File: src/profiler_cfg_pkg.sv
package profiler_cfg_pkg;

  // Free-running cycle timestamp
  typedef logic [31:0] stamp_t;

  // Measured duration in clock cycles, as carried in a report
  typedef logic [23:0] cycles_t;

  // Retired instruction word seen at writeback
  typedef logic [31:0] instr_t;

  // Both sentinels are addi x0 forms with a marker immediate
  localparam instr_t SENTINEL_START = 32'h5AA0_0013;
  localparam instr_t SENTINEL_END   = 32'h5FF0_0013;

  // The start/end sentinel pair itself costs one cycle
  localparam stamp_t SENTINEL_OVERHEAD = 32'd1;

  // Tile index width covers a 4x4 grid
  localparam int unsigned TILE_ID_W = 4;

  typedef logic [TILE_ID_W-1:0] tile_id_t;

endpackage

File: src/report_pkg.sv
package report_pkg;

  // What a report describes
  typedef enum logic [1:0] {
    LATENCY     = 2'd0,
    ORPHAN      = 2'd1,
    SYNC_GLOBAL = 2'd2,
    SYNC_ROW    = 2'd3
  } report_kind_e;

  // One writeback beat from a tile
  typedef struct packed {
    logic                     valid;
    profiler_cfg_pkg::instr_t instr;
  } wb_beat_t;

  // Stamps of one completed start/end pair
  typedef struct packed {
    profiler_cfg_pkg::stamp_t start_stamp;
    profiler_cfg_pkg::stamp_t end_stamp;
  } pair_t;

  // Sync reports carry the round number in the tile field
  typedef struct packed {
    report_kind_e               kind;
    profiler_cfg_pkg::tile_id_t tile;
    profiler_cfg_pkg::cycles_t  cycles;
  } report_t;

endpackage

File: src/sentinel_tracker.sv
`timescale 1ns/10ps

module sentinel_tracker #(
  parameter profiler_cfg_pkg::tile_id_t TILE_ID = '0
)(
  input  logic                     clk,
  input  logic                     i_rst_n,
  input  report_pkg::wb_beat_t     i_beat,
  input  profiler_cfg_pkg::stamp_t i_stamp,
  output logic                     o_pair_valid,
  output report_pkg::pair_t        o_pair,
  input  logic                     i_pair_ready,
  output logic                     o_rec_valid,
  output report_pkg::report_t      o_rec,
  input  logic                     i_rec_ready,
  output logic                     o_overflow
);
  import profiler_cfg_pkg::*;
  import report_pkg::*;

  logic    start_open_q;
  stamp_t  start_stamp_q;
  logic    pair_pend_q;
  logic    rec_pend_q;
  logic    overflow_q;
  pair_t   pair_q;
  report_t rec_q;

  logic is_start;
  logic is_end;
  logic pair_acc;
  logic rec_acc;
  logic hold_free;
  logic load;

  assign is_start = i_beat.valid && (i_beat.instr == SENTINEL_START);
  assign is_end   = i_beat.valid && (i_beat.instr == SENTINEL_END);

  // Holding register is free if empty or drained this cycle
  assign pair_acc  = pair_pend_q && i_pair_ready;
  assign rec_acc   = rec_pend_q && i_rec_ready;
  assign hold_free = (!pair_pend_q || pair_acc) && (!rec_pend_q || rec_acc);
  assign load      = is_end && hold_free;

  always_ff @(posedge clk) begin
    if (!i_rst_n) begin
      start_open_q <= 1'b0;
      pair_pend_q  <= 1'b0;
      rec_pend_q   <= 1'b0;
      overflow_q   <= 1'b0;
    end else begin
      if (pair_acc) pair_pend_q <= 1'b0;
      if (rec_acc) rec_pend_q <= 1'b0;
      // An end closes the measurement even when its record is dropped
      if (is_start) begin
        start_open_q <= 1'b1;
      end else if (is_end) begin
        start_open_q <= 1'b0;
      end
      if (load) begin
        rec_pend_q  <= 1'b1;
        pair_pend_q <= start_open_q;
      end
      if (is_end && !hold_free) overflow_q <= 1'b1;
    end
  end

  always_ff @(posedge clk) begin
    if (is_start) start_stamp_q <= i_stamp;
    if (load) begin
      pair_q.start_stamp <= start_stamp_q;
      pair_q.end_stamp   <= i_stamp;
      rec_q.kind         <= start_open_q ? LATENCY : ORPHAN;
      rec_q.tile         <= TILE_ID;
      rec_q.cycles       <= start_open_q ?
                            cycles_t'(i_stamp - start_stamp_q - SENTINEL_OVERHEAD) : '0;
    end
  end

  assign o_pair_valid = pair_pend_q;
  assign o_pair       = pair_q;
  assign o_rec_valid  = rec_pend_q;
  assign o_rec        = rec_q;
  assign o_overflow   = overflow_q;

  // A stalled record must hold its value until the arbiter takes it
  a_rec_hold: assert property (@(posedge clk) disable iff (!i_rst_n)
    o_rec_valid && !i_rec_ready |=> o_rec_valid && $stable(o_rec));

endmodule

File: src/sync_aggregator.sv
`timescale 1ns/10ps

module sync_aggregator #(
  parameter int unsigned N_TILES_X = 2,
  parameter int unsigned N_TILES_Y = 2
)(
  input  logic                      clk,
  input  logic                      i_rst_n,
  input  logic [N_TILES_X*N_TILES_Y-1:0] i_pair_valid,
  input  report_pkg::pair_t         i_pair [N_TILES_X*N_TILES_Y],
  output logic [N_TILES_X*N_TILES_Y-1:0] o_pair_ready,
  output logic                      o_sync_valid,
  output report_pkg::report_t       o_sync,
  input  logic                      i_sync_ready
);
  import profiler_cfg_pkg::*;
  import report_pkg::*;

  localparam int unsigned N_TILES = N_TILES_X * N_TILES_Y;
  localparam int unsigned IDX_W   = (N_TILES > 1) ? $clog2(N_TILES) : 1;
  localparam int unsigned COL_W   = (N_TILES_X > 1) ? $clog2(N_TILES_X) : 1;

  typedef enum logic [1:0] {
    COLLECT,
    SCAN,
    EMIT_GLOBAL,
    EMIT_ROW
  } state_e;

  state_e             state_q;
  logic [N_TILES-1:0] done_q;
  logic [IDX_W-1:0]   scan_idx_q;
  logic [COL_W-1:0]   col_q;
  tile_id_t           round_q;

  pair_t  pair_q [N_TILES];
  stamp_t glob_start_q;
  stamp_t glob_end_q;
  stamp_t row_start_q;
  stamp_t row_end_q;
  stamp_t row_best_q;

  pair_t  cur;
  stamp_t row_start_nxt;
  stamp_t row_end_nxt;
  stamp_t row_fig;
  stamp_t glob_fig;
  logic   scan_last;
  logic   row_last;

  // Tiles are scanned in row-major order, so rows finish one after another
  assign cur       = pair_q[scan_idx_q];
  assign scan_last = (scan_idx_q == IDX_W'(N_TILES - 1));
  assign row_last  = (col_q == COL_W'(N_TILES_X - 1));

  assign row_start_nxt = (col_q == '0 || cur.start_stamp > row_start_q) ?
                         cur.start_stamp : row_start_q;
  assign row_end_nxt   = (col_q == '0 || cur.end_stamp > row_end_q) ?
                         cur.end_stamp : row_end_q;
  assign row_fig       = row_end_nxt - row_start_nxt - SENTINEL_OVERHEAD;
  assign glob_fig      = glob_end_q - glob_start_q - SENTINEL_OVERHEAD;

  // One pair per tile per round
  assign o_pair_ready = (state_q == COLLECT) ? ~done_q : '0;

  always_ff @(posedge clk) begin
    if (!i_rst_n) begin
      state_q    <= COLLECT;
      done_q     <= '0;
      scan_idx_q <= '0;
      col_q      <= '0;
      round_q    <= '0;
    end else begin
      case (state_q)
        COLLECT: begin
          done_q <= done_q | (i_pair_valid & o_pair_ready);
          if (&done_q) begin
            state_q    <= SCAN;
            done_q     <= '0;
            scan_idx_q <= '0;
            col_q      <= '0;
          end
        end
        SCAN: begin
          scan_idx_q <= scan_idx_q + 1'b1;
          col_q      <= row_last ? '0 : col_q + 1'b1;
          if (scan_last) state_q <= EMIT_GLOBAL;
        end
        EMIT_GLOBAL: begin
          if (i_sync_ready) state_q <= EMIT_ROW;
        end
        EMIT_ROW: begin
          // Round closes here and the next one opens
          if (i_sync_ready) begin
            state_q <= COLLECT;
            round_q <= round_q + 1'b1;
          end
        end
        default: state_q <= COLLECT;
      endcase
    end
  end

  always_ff @(posedge clk) begin
    for (int t = 0; t < N_TILES; t++) begin
      if (i_pair_valid[t] && o_pair_ready[t]) pair_q[t] <= i_pair[t];
    end
    if (state_q == COLLECT) begin
      glob_start_q <= '0;
      glob_end_q   <= '0;
      row_best_q   <= '0;
    end else if (state_q == SCAN) begin
      if (cur.start_stamp > glob_start_q) glob_start_q <= cur.start_stamp;
      if (cur.end_stamp > glob_end_q) glob_end_q <= cur.end_stamp;
      row_start_q <= row_start_nxt;
      row_end_q   <= row_end_nxt;
      if (row_last && row_fig > row_best_q) row_best_q <= row_fig;
    end
  end

  assign o_sync_valid = (state_q == EMIT_GLOBAL) || (state_q == EMIT_ROW);

  always_comb begin
    o_sync.tile = round_q;
    if (state_q == EMIT_ROW) begin
      o_sync.kind   = SYNC_ROW;
      o_sync.cycles = cycles_t'(row_best_q);
    end else begin
      o_sync.kind   = SYNC_GLOBAL;
      o_sync.cycles = cycles_t'(glob_fig);
    end
  end

  // Done bits are cleared on leaving COLLECT and gated until the round reopens
  a_done_in_collect: assert property (@(posedge clk) disable iff (!i_rst_n)
    (state_q != COLLECT) |-> (done_q == '0));

endmodule

File: src/report_arbiter.sv
`timescale 1ns/10ps

module report_arbiter #(
  parameter int unsigned N_SOURCES = 5
)(
  input  logic                   clk,
  input  logic                   i_rst_n,
  input  logic [N_SOURCES-2:0]   i_rec_valid,
  input  report_pkg::report_t    i_rec [N_SOURCES-1],
  output logic [N_SOURCES-2:0]   o_rec_ready,
  input  logic                   i_sync_valid,
  input  report_pkg::report_t    i_sync,
  output logic                   o_sync_ready,
  output logic                   o_out_valid,
  output report_pkg::report_t    o_out,
  input  logic                   i_out_ready
);
  import report_pkg::*;

  localparam int unsigned PTR_W = (N_SOURCES > 1) ? $clog2(N_SOURCES) : 1;

  logic [N_SOURCES-1:0] req;
  logic [N_SOURCES-1:0] gnt;
  report_t              src [N_SOURCES];
  logic [PTR_W-1:0]     ptr_q;
  logic [PTR_W-1:0]     gnt_idx;
  logic                 any_req;
  logic                 load;
  logic                 out_valid_q;
  report_t              out_q;

  // Sync source sits after the tiles
  assign req = {i_sync_valid, i_rec_valid};

  always_comb begin
    for (int s = 0; s < N_SOURCES - 1; s++) src[s] = i_rec[s];
    src[N_SOURCES-1] = i_sync;
  end

  // Output register takes a new record when empty or draining
  assign load = !out_valid_q || i_out_ready;

  always_comb begin : pick
    int unsigned idx;
    any_req = 1'b0;
    gnt_idx = ptr_q;
    gnt     = '0;
    for (int unsigned k = 0; k < N_SOURCES; k++) begin
      idx = (int'(ptr_q) + k) % N_SOURCES;
      if (!any_req && req[idx]) begin
        any_req = 1'b1;
        gnt_idx = PTR_W'(idx);
      end
    end
    if (any_req && load) gnt[gnt_idx] = 1'b1;
  end

  assign o_rec_ready  = gnt[N_SOURCES-2:0];
  assign o_sync_ready = gnt[N_SOURCES-1];

  always_ff @(posedge clk) begin
    if (!i_rst_n) begin
      out_valid_q <= 1'b0;
      ptr_q       <= '0;
    end else if (load) begin
      out_valid_q <= any_req;
      if (any_req) begin
        ptr_q <= (gnt_idx == PTR_W'(N_SOURCES - 1)) ? '0 : gnt_idx + 1'b1;
      end
    end
  end

  always_ff @(posedge clk) begin
    if (load && any_req) out_q <= src[gnt_idx];
  end

  assign o_out_valid = out_valid_q;
  assign o_out       = out_q;

endmodule

File: src/credit_tx_queue.sv
`timescale 1ns/10ps

module credit_tx_queue #(
  parameter int unsigned QUEUE_DEPTH = 4,
  parameter int unsigned CREDITS     = 4
)(
  input  logic                clk,
  input  logic                i_rst_n,
  input  logic                i_in_valid,
  input  report_pkg::report_t i_in,
  output logic                o_in_ready,
  output logic                o_rpt_valid,
  output report_pkg::report_t o_rpt,
  input  logic                i_rpt_credit
);
  import report_pkg::*;

  localparam int unsigned PTR_W = (QUEUE_DEPTH > 1) ? $clog2(QUEUE_DEPTH) : 1;
  localparam int unsigned CNT_W = $clog2(QUEUE_DEPTH + 1);
  localparam int unsigned CRD_W = $clog2(CREDITS + 1);

  report_t          mem [QUEUE_DEPTH];
  logic [PTR_W-1:0] wr_ptr_q;
  logic [PTR_W-1:0] rd_ptr_q;
  logic [CNT_W-1:0] count_q;
  logic [CRD_W-1:0] credit_q;
  logic             push;
  logic             pop;

  assign o_in_ready = (count_q != CNT_W'(QUEUE_DEPTH));
  assign push       = i_in_valid && o_in_ready;

  // Receiver always accepts, so a presented report is a sent report
  assign o_rpt_valid = (count_q != '0) && (credit_q != '0);
  assign pop         = o_rpt_valid;
  assign o_rpt       = mem[rd_ptr_q];

  always_ff @(posedge clk) begin
    if (!i_rst_n) begin
      wr_ptr_q <= '0;
      rd_ptr_q <= '0;
      count_q  <= '0;
    end else begin
      if (push) begin
        wr_ptr_q <= (wr_ptr_q == PTR_W'(QUEUE_DEPTH - 1)) ? '0 : wr_ptr_q + 1'b1;
      end
      if (pop) begin
        rd_ptr_q <= (rd_ptr_q == PTR_W'(QUEUE_DEPTH - 1)) ? '0 : rd_ptr_q + 1'b1;
      end
      if (push && !pop) begin
        count_q <= count_q + 1'b1;
      end else if (pop && !push) begin
        count_q <= count_q - 1'b1;
      end
    end
  end

  always_ff @(posedge clk) begin
    if (push) mem[wr_ptr_q] <= i_in;
  end

  // Credit in and report out in one cycle cancel
  always_ff @(posedge clk) begin
    if (!i_rst_n) begin
      credit_q <= CRD_W'(CREDITS);
    end else begin
      case ({i_rpt_credit, pop})
        2'b10:   credit_q <= credit_q + 1'b1;
        2'b01:   credit_q <= credit_q - 1'b1;
        default: credit_q <= credit_q;
      endcase
    end
  end

  // Spending the last credit silences the port until a credit returns
  a_no_send_without_credit: assert property (@(posedge clk) disable iff (!i_rst_n)
    o_rpt_valid && (credit_q == CRD_W'(1)) && !i_rpt_credit |=> !o_rpt_valid);

  // Receiver returns no more credits than it was granted
  a_credit_bound: assert property (@(posedge clk) disable iff (!i_rst_n)
    credit_q <= CRD_W'(CREDITS));

endmodule

File: src/sync_profiler_top.sv
`timescale 1ns/10ps

module sync_profiler_top #(
  parameter int unsigned N_TILES_X   = 2,
  parameter int unsigned N_TILES_Y   = 2,
  parameter int unsigned QUEUE_DEPTH = 4,
  parameter int unsigned CREDITS     = 4
)(
  input  logic                 clk,
  input  logic                 i_rst_n,
  input  report_pkg::wb_beat_t i_wb [N_TILES_X*N_TILES_Y],
  input  logic                 i_rpt_credit,
  output logic                 o_rpt_valid,
  output report_pkg::report_t  o_rpt,
  output logic                 o_overflow
);
  import profiler_cfg_pkg::*;
  import report_pkg::*;

  localparam int unsigned N_TILES = N_TILES_X * N_TILES_Y;

  stamp_t             timer_q;
  logic [N_TILES-1:0] pair_valid;
  logic [N_TILES-1:0] pair_ready;
  logic [N_TILES-1:0] rec_valid;
  logic [N_TILES-1:0] rec_ready;
  logic [N_TILES-1:0] overflow;
  pair_t              pairs [N_TILES];
  report_t            recs [N_TILES];
  logic               sync_valid;
  logic               sync_ready;
  report_t            sync_rec;
  logic               arb_valid;
  logic               arb_ready;
  report_t            arb_rec;

  // Shared cycle timer
  always_ff @(posedge clk) begin
    if (!i_rst_n) begin
      timer_q <= '0;
    end else begin
      timer_q <= timer_q + 1'b1;
    end
  end

  for (genvar t = 0; t < N_TILES; t++) begin : gen_tile
    sentinel_tracker #(
      .TILE_ID (tile_id_t'(t))
    ) u_tracker (
      .clk          (clk),
      .i_rst_n      (i_rst_n),
      .i_beat       (i_wb[t]),
      .i_stamp      (timer_q),
      .o_pair_valid (pair_valid[t]),
      .o_pair       (pairs[t]),
      .i_pair_ready (pair_ready[t]),
      .o_rec_valid  (rec_valid[t]),
      .o_rec        (recs[t]),
      .i_rec_ready  (rec_ready[t]),
      .o_overflow   (overflow[t])
    );
  end

  sync_aggregator #(
    .N_TILES_X (N_TILES_X),
    .N_TILES_Y (N_TILES_Y)
  ) u_aggregator (
    .clk          (clk),
    .i_rst_n      (i_rst_n),
    .i_pair_valid (pair_valid),
    .i_pair       (pairs),
    .o_pair_ready (pair_ready),
    .o_sync_valid (sync_valid),
    .o_sync       (sync_rec),
    .i_sync_ready (sync_ready)
  );

  report_arbiter #(
    .N_SOURCES (N_TILES + 1)
  ) u_arbiter (
    .clk          (clk),
    .i_rst_n      (i_rst_n),
    .i_rec_valid  (rec_valid),
    .i_rec        (recs),
    .o_rec_ready  (rec_ready),
    .i_sync_valid (sync_valid),
    .i_sync       (sync_rec),
    .o_sync_ready (sync_ready),
    .o_out_valid  (arb_valid),
    .o_out        (arb_rec),
    .i_out_ready  (arb_ready)
  );

  credit_tx_queue #(
    .QUEUE_DEPTH (QUEUE_DEPTH),
    .CREDITS     (CREDITS)
  ) u_queue (
    .clk          (clk),
    .i_rst_n      (i_rst_n),
    .i_in_valid   (arb_valid),
    .i_in         (arb_rec),
    .o_in_ready   (arb_ready),
    .o_rpt_valid  (o_rpt_valid),
    .o_rpt        (o_rpt),
    .i_rpt_credit (i_rpt_credit)
  );

  assign o_overflow = |overflow;

endmodule

File: config.mk
export PLATFORM = sky130hd
export DESIGN_NAME = sync_profiler_top
export DESIGN_NICKNAME = d
export VERILOG_FILES = /design/src/profiler_cfg_pkg.sv /design/src/report_pkg.sv /design/src/sentinel_tracker.sv /design/src/sync_aggregator.sv /design/src/report_arbiter.sv /design/src/credit_tx_queue.sv /design/src/sync_profiler_top.sv
export SDC_FILE = /design/constraint.sdc
export NUM_CORES = 2
export LEC_CHECK = 0
export BUFFER_PORTS_ARGS = -buffer_cell sky130_fd_sc_hd__buf_4
export CAP_MARGIN = 20
export CORE_ASPECT_RATIO = 1.5
export CORE_UTILIZATION = 55
export DETAILED_ROUTE_END_ITERATION = 8
export PLACE_DENSITY = 0.75
export SLEW_MARGIN = 20
export SYNTH_ARGS = -nofsm -noshare
export SYNTH_HDL_FRONTEND = slang
export SYNTH_SLANG_ARGS = --single-unit
File: constraint.sdc
create_clock -name clk -period 9.1 [get_ports clk]
set_input_delay 1.365 -clock clk [delete_from_list [all_inputs] [get_ports clk]]
set_output_delay 1.365 -clock clk [all_outputs]
set_load 0.02 [all_outputs]
# Word-level counts from Yosys, hierarchy flattened
# Memories as Yosys holds them, arrays and structs flattened. A register that Yosys moved wholly into a read port is not among the register bits.
# Cells that the tools add are included.
[totals] reg_bits=753 ram_bits=376 input_bits=135 output_inout_bits=32 elab_cells=319 memories=2
[classes] add_sub_neg=27 div=5 magnitude_cmp=13 n_eq_ne=22 mux=90 n_bitwise=6 reduce_logical=98
[memory_table] memory="u_aggregator.pair_q" depth=4 width=64 rd=1 rd_ports_with_merged_regs=1 write_ports=4 line="sync_aggregator.sv:36" source="pair_t pair_q [N_TILES];"
[memory_table] memory="u_queue.mem" depth=4 width=30 rd=1 rd_ports_with_merged_regs=1 write_ports=1 line="credit_tx_queue.sv:22" source="report_t mem [QUEUE_DEPTH];"
[op_table] operator="32-bit by 31-bit == test with 1-bit output (second input constant)" count=8
[op_table] operator="32-bit > comparator" count=5
[op_table] operator="32-bit by 4-bit less-than comparator with 1-bit output (second input constant)" count=5
[op_table] operator="32-bit by 3-bit remainder unit with 32-bit output (second input constant)" count=4
[op_table] operator="24-bit by 1-bit subtractor with 24-bit output (second input constant)" count=5
[op_table] operator="24-bit subtractor" count=5
[op_table] operator="30-bit binary-select mux with 3-bit select" count=1
[op_table] operator="32-bit two-way mux" count=2
[op_table] operator="30-bit two-way mux" count=2
[op_table] operator="1-bit two-way mux" count=52
[op_table] operator="1-bit logical AND" count=39
[op_table] operator="32-bit by 1-bit adder with 32-bit output (second input constant)" count=1
[op_table] operator="3-bit by 3-bit remainder unit with 32-bit output (second input constant)" count=1
[op_table] operator="32-bit by 1-bit subtractor with 32-bit output (second input constant)" count=1
[op_table] operator="32-bit subtractor" count=1
[op_table] operator="2-bit nonzero test" count=15
[op_table] operator="24-bit two-way mux" count=1
[op_table] operator="3-bit two-way mux" count=8
[op_table] operator="2-bit two-way mux" count=11
[op_table] operator="1-bit logical NOT" count=19
[op_table] operator="1-bit binary-select mux with 3-bit select" count=5
[op_table] operator="2-bit AND reduction" count=7
[op_table] operator="2-bit == test (second input constant)" count=6
[op_table] operator="1-bit logical OR" count=12
[op_table] operator="other kinds (32)" count=45

# Depth between registers and ports, before layout
[depth] depth_word=27 mapped_depth=39 depth_no_buf=35

# Hierarchy
# A second synthesis with hierarchy kept.
[unflattened] hier_cells=4460 area_unflattened_um2=55622.1
[modules_own_cells] mod="sync_aggregator" n_inst=1 cells_per_inst=2030 area_each_um2=23157.2 seq_area_each_um2=11831.3
[modules_own_cells] mod="sentinel_tracker (gen_tile[1].u_tracker ...)" n_inst=3 cells_per_inst=378 area_each_um2=5350.1 seq_area_each_um2=3713.6
[modules_own_cells] mod="sentinel_tracker (gen_tile[0].u_tracker)" n_inst=1 cells_per_inst=377 area_each_um2=5346.4 seq_area_each_um2=3713.6
[modules_own_cells] mod="credit_tx_queue" n_inst=1 cells_per_inst=227 area_each_um2=4968.5 seq_area_each_um2=3843.7
[modules_own_cells] mod="report_arbiter" n_inst=1 cells_per_inst=522 area_each_um2=4647.0 seq_area_each_um2=980.9
[modules_own_cells] mod="sync_profiler_top" n_inst=1 cells_per_inst=170 area_each_um2=1452.6 seq_area_each_um2=640.6

# Worst setup path after synthesis
# Ideal clock, no wire load.
[synth_timing] kind="register -> register" start="register u_arbiter.ptr_q[0]" end="register gen_tile[2].u_tracker.pair_q (netlist bit gen_tile[2].u_tracker.o_pair[0]) (enable)" setup_ps=566 t_arrival_ps=9097 t_required_ps=8534 path_slack_ps=-563 stages_incl_launch_ff=26 path_buffers=8 synth_period_minus_slack_ps=9663 cell_sequence="dfxtp_1 > buf_4 > buf_4 > inv_2 > buf_2 > ha_1 > buf_2 > buf_6 > inv_1 > ha_1 > inv_1 > ha_1 > nand2b_1 > a21oi_1 > nor2_1 > o21ai_0 > o2111ai_1 > a211o_1 > buf_6 > nor4_4 > nor2_4 > inv_4 > buf_6 > buf_2 > nand4_1 > a21oi_1"
[synth_via] elab_chain_len=25 word_cells_on_any_way=48 cone_classes="add/sub (4); div (5); order compare (2); mux (23); reduce/logical (14)"
[synth_lines] item="start: declaration" line="report_arbiter.sv:25" source="logic [PTR_W-1:0] ptr_q;"
[synth_lines] item="start signal: assignment" line="report_arbiter.sv:68" source="ptr_q <= (gnt_idx == PTR_W'(N_SOURCES - 1)) ? '0 : gnt_idx + 1'b1;"
[synth_lines] item="branches (longest 20 deep; another with 32-bit by 3-bit remainder unit with 32-bit output)"
[synth_lines] item="5-bit two-way mux *" line="report_arbiter.sv:55" source="if (any_req && load) gnt[gnt_idx] = 1'b1;"
[synth_lines] item="1-bit logical AND *" line="sentinel_tracker.sv:41" source="assign rec_acc = rec_pend_q && i_rec_ready;"
[synth_lines] item="1-bit logical OR *" line="sentinel_tracker.sv:42" source="assign hold_free = (!pair_pend_q || pair_acc) && (!rec_pend_q || rec_acc);"
[synth_lines] item="1-bit logical AND *" line="sentinel_tracker.sv:42"
[synth_lines] item="1-bit logical AND *" line="sentinel_tracker.sv:43" source="assign load = is_end && hold_free;"
[synth_lines] item="named net gen_tile[2].u_tracker.load" line="sentinel_tracker.sv:34" source="logic load;"
[synth_lines] item="end: declaration" line="sentinel_tracker.sv:26" source="pair_t pair_q;"
# Mark *: on every way through the listed nets, which the timed path passes. The select of a mux whose other input is x is not followed.
# A chain may end at the register's enable or synchronous reset.

==> results.toml <==
[die]
core_area_um2 = 96000
io_pins = 167
floorplan.die.width_um = 257
rows = 139
floorplan.die.height_um = 384
floorplan.initialDensity_pct = 55.8
die_area_um2 = 98600

[logic_synthesis]
largest_family_of_logic_cells_by_synthesized_area = "simple AND/OR/NAND/NOR gates"
post_synth_mux_area_share_pct = 7.48
synth_top_flop_cell = "edfxtp_1"
synth-edff-count = 954
yosys.area_share.adder_pct = 8.27
ys_top_cells_by_count = "edfxtp_1, inv_1, ha_1, nor2_1, nand2_1"
proportion_of_synthesized_flip_flops_having_asynchronous_set_or_reset_pct = 0
synthDominantAreaCellType = "edfxtp_1"
seq_cells_post_synth = 1129
ys_seq_area_share_pct = 60.1
synth_xor_area_share_pct = 2.70
synth_cell_type_count = 94
synth-compound-area-share_pct = 8.53
post-synth-top-area-fraction_pct = 53.5
netlist_area_um2 = 53500
synth_simple_gate_area_share_pct = 9.42
synthesis.nets = 4606
syn-mean-instance-area_um2 = 13.0
synth.area.top_cells = "edfxtp_1, ha_1, dfxtp_1"
yosys_warnings = 0
yosys.cell_count.top_type = "edfxtp_1"
syn-instance-count = 4122

[routing]
detail-route-antenna-nets = 0
routed_wirelength_um = 141000
drt_pre_antenna_iters = 6
routedWlPerCell_um = 24.7
viasPerCell = 6.02
via_count = 34300
drc = 0
detailedRoute.firstIterationViolations = 3094

[worst_hold_path]
hp-start = "gen_tile[3].u_tracker.o_pair[37]"
hold_path_end = "u_aggregator.pair_q[3][37]"
timing.hold.worst_path_depth = 0
min_delay_path_class = "reg -> reg"

[pwr]
cellLeakagePower_uw = 0.0219
power_uw = 14900
peak_supply_drop_v = 0.000452
power_density_nw_per_um2 = 247

[run_status]
outcome = "complete, no violations"

[setup_path]
startpoint_type = "flip-flop"
slowest_delay_ps = 580
cp_data_required_time_ps = 9700
cp_max_fo = 35
rrSetupSlack_ps = 550
r2r.worst_path.cells = 33
worstReg2RegEnd = "u_aggregator.row_best_q[30]"
critical_path.slowest_cell = "mux4_2"
timing.setup.critical_path_class = "reg -> reg"
path_common_cell = "o21ai_0"
critPathCaptureType = "flip-flop"
cp_data_arrival_time_ps = 9150

[clock_network]
tritoncts = "done"
worst_skew_pair.late_latency_ps = 730
cts_htree_levels = 3
cts_root_buf = "clkbuf_16"
worst_setup_hold_path_clk_slew_ps = 70
tritoncts_buffer_count = 102
sink_count = 1129
count_of_hold_buffers_inserted_by_post_cts_repair = 0
max-clock-path-buffers = 3

[cells_and_area]
finish.net_count = 4828
antennaDiodeCount = 0
layout-area-overhead-vs-synth_pct = 12.3
layout.filler_cells = 7117
layout_cells_sized_above_1_pct = 13.6

[grt]
grt_pass1_wl_um = 209000
overflow = 0
grt_max_degree = 90
global_route.usage.total_pct = 28.5
number_of_antenna_violations_at_the_first_check_in_global_routing = 5
number_of_global_route_vias_before_repair = 34500

[sta]
finalWorstSetupSlack_ps = 552
clock_skew_ps = 35.5
grt_setup_unrepaired = "false"
timing.max_slew.rel_slack_pct = 22.2
timing.final.max_slew_violations = 0
finalHoldViolations = 0
period_needed_ps = 8550
worstMarginPinSlew_ps = 1170
min_period_over_period_pct = 93.9
fmax_ghz = 0.117
final-setup-viol-count = 0

[place]
place_ws_ps = -38.3
hpwl_um = 98800
gp_congestion = 0.959
place.port_buffers = 166

[job]
max_cap_viol_count = 0
-- registers in the layout, indices dropped and copies added (netlist names), 4 cells and up, named ones only --
register,flops
gen_tile.u_tracker.o_pair,256
u_aggregator.pair_q,256
gen_tile.u_tracker.start_stamp_q,128
u_queue.mem,120
gen_tile.u_tracker.o_rec,100
timer_q,32
u_aggregator.glob_end_q,32
u_aggregator.glob_start_q,32
u_aggregator.row_best_q,32
u_aggregator.row_end_q,32
u_aggregator.row_start_q,32
u_arbiter.o_out,30
gen_tile.u_tracker.o_overflow,4
gen_tile.u_tracker.o_pair_valid,4
gen_tile.u_tracker.o_rec_valid,4
gen_tile.u_tracker.start_open_q,4
u_aggregator.done_q,4
u_aggregator.round_q,4
-- worst max-delay path, delay by kind of cell (launching register included) --
| family | cells | cell delay, ps |
|---|---|---|
| AO/OA/AOI/OAI | 16 | 3430 |
| XOR/XNOR | 1 | 220 |
| adder cells (fa/ha/maj) | 3 | 1040 |
| buffers and inverters | 5 | 1060 |
| flip-flops | 1 | 480 |
| multiplexers | 2 | 960 |
| AND/OR/NAND/NOR | 6 | 1260 |
-- per-stage QoR --
step	utilization, %	instances	TNS, ps	instance area (um^2)	hold slack, ps
after CTS	62.5	5694	0	60000	414
after detailed placement	58.9	5501	-119	56500	405
after global routing	62.6	5702	0	60100	418
after floorplan	-	4122	0	53500	400
final	62.6	5702	0	60100	412
after global placement	58.9	5501	0	56500	400
-- where the power goes --
part           leakage [uW]  switching (uW)  internal (uW)
sequential           0.0103             160           6000
clock               0.00168            1960           2480
combinational       0.00999            2880           1370
-- layout by cell type (no fill, tap or decap), types with 56 or more instances in the layout --
| master | netlist | routed |
|---|---|---|
| edfxtp_1 | 954 | 954 |
| inv_1 | 354 | 352 |
| ha_1 | 341 | 338 |
| nor2_1 | 307 | 302 |
| nand2_1 | 281 | 280 |
| buf_4 | 5 | 229 |
| a21oi_1 | 209 | 207 |
| dfxtp_1 | 175 | 172 |
| mux2i_1 | 128 | 128 |
| o21ai_0 | 107 | 106 |
| mux4_2 | 103 | 103 |
| clkbuf_16 | 0 | 103 |
| a21o_1 | 88 | 88 |
| xor2_1 | 84 | 84 |
| xnor2_1 | 79 | 79 |
| nand3_1 | 68 | 68 |
| nor3_1 | 57 | 57 |
| nand4_1 | 56 | 56 |
-- layer usage --
layer  vias to the layer above  wire [um]  GRT usage (%)
li1                      15700          -              -
met1                     17100      52800           33.7
met2                      1241      72500           50.5
met3                       322       8440           4.11
met4                         8       7110           14.6
met5                         -         46              0
-- cell type report --
cell class	count	area (um^2)	area share [%]
clock buffers	132	2730	4.54
clock inverters	61	739	1.23
inverters	360	1360	2.26
multi-input cells	2512	19600	32.7
flip-flops and latches	1129	32200	53.5
well taps	1269	1590	2.64
repair buffers	239	1890	3.15
-- repair_timing --
action	4_1_cts	5_1_grt
buffers inserted	0	7
setup endpoints to repair	3	32
gates cloned	0	0
pin swaps	0	1
resized for setup	1	10
-- worst max-delay path by stage --
stage | slack (ps) | startpoint | to
after detailed placement | -40 | flip-flop | u_aggregator.row_best_q[13]
after global routing | 9 | flip-flop | u_aggregator.row_best_q[30]
final | 550 | flip-flop | u_aggregator.row_best_q[30]
after CTS | 110 | flip-flop | u_aggregator.row_best_q[29]
after floorplan | 260 | flip-flop | u_aggregator.row_best_q[21]
after global placement | 180 | flip-flop | u_aggregator.row_best_q[24]
-- cells by family after synthesis --
kind of cell	Yosys count
xor+xnor	164
mux	267
flops	1129
simple gates	1041
compound gates	691
buf+inv	481
fa+ha+maj	349
Power figures use the tool's default switching activity.
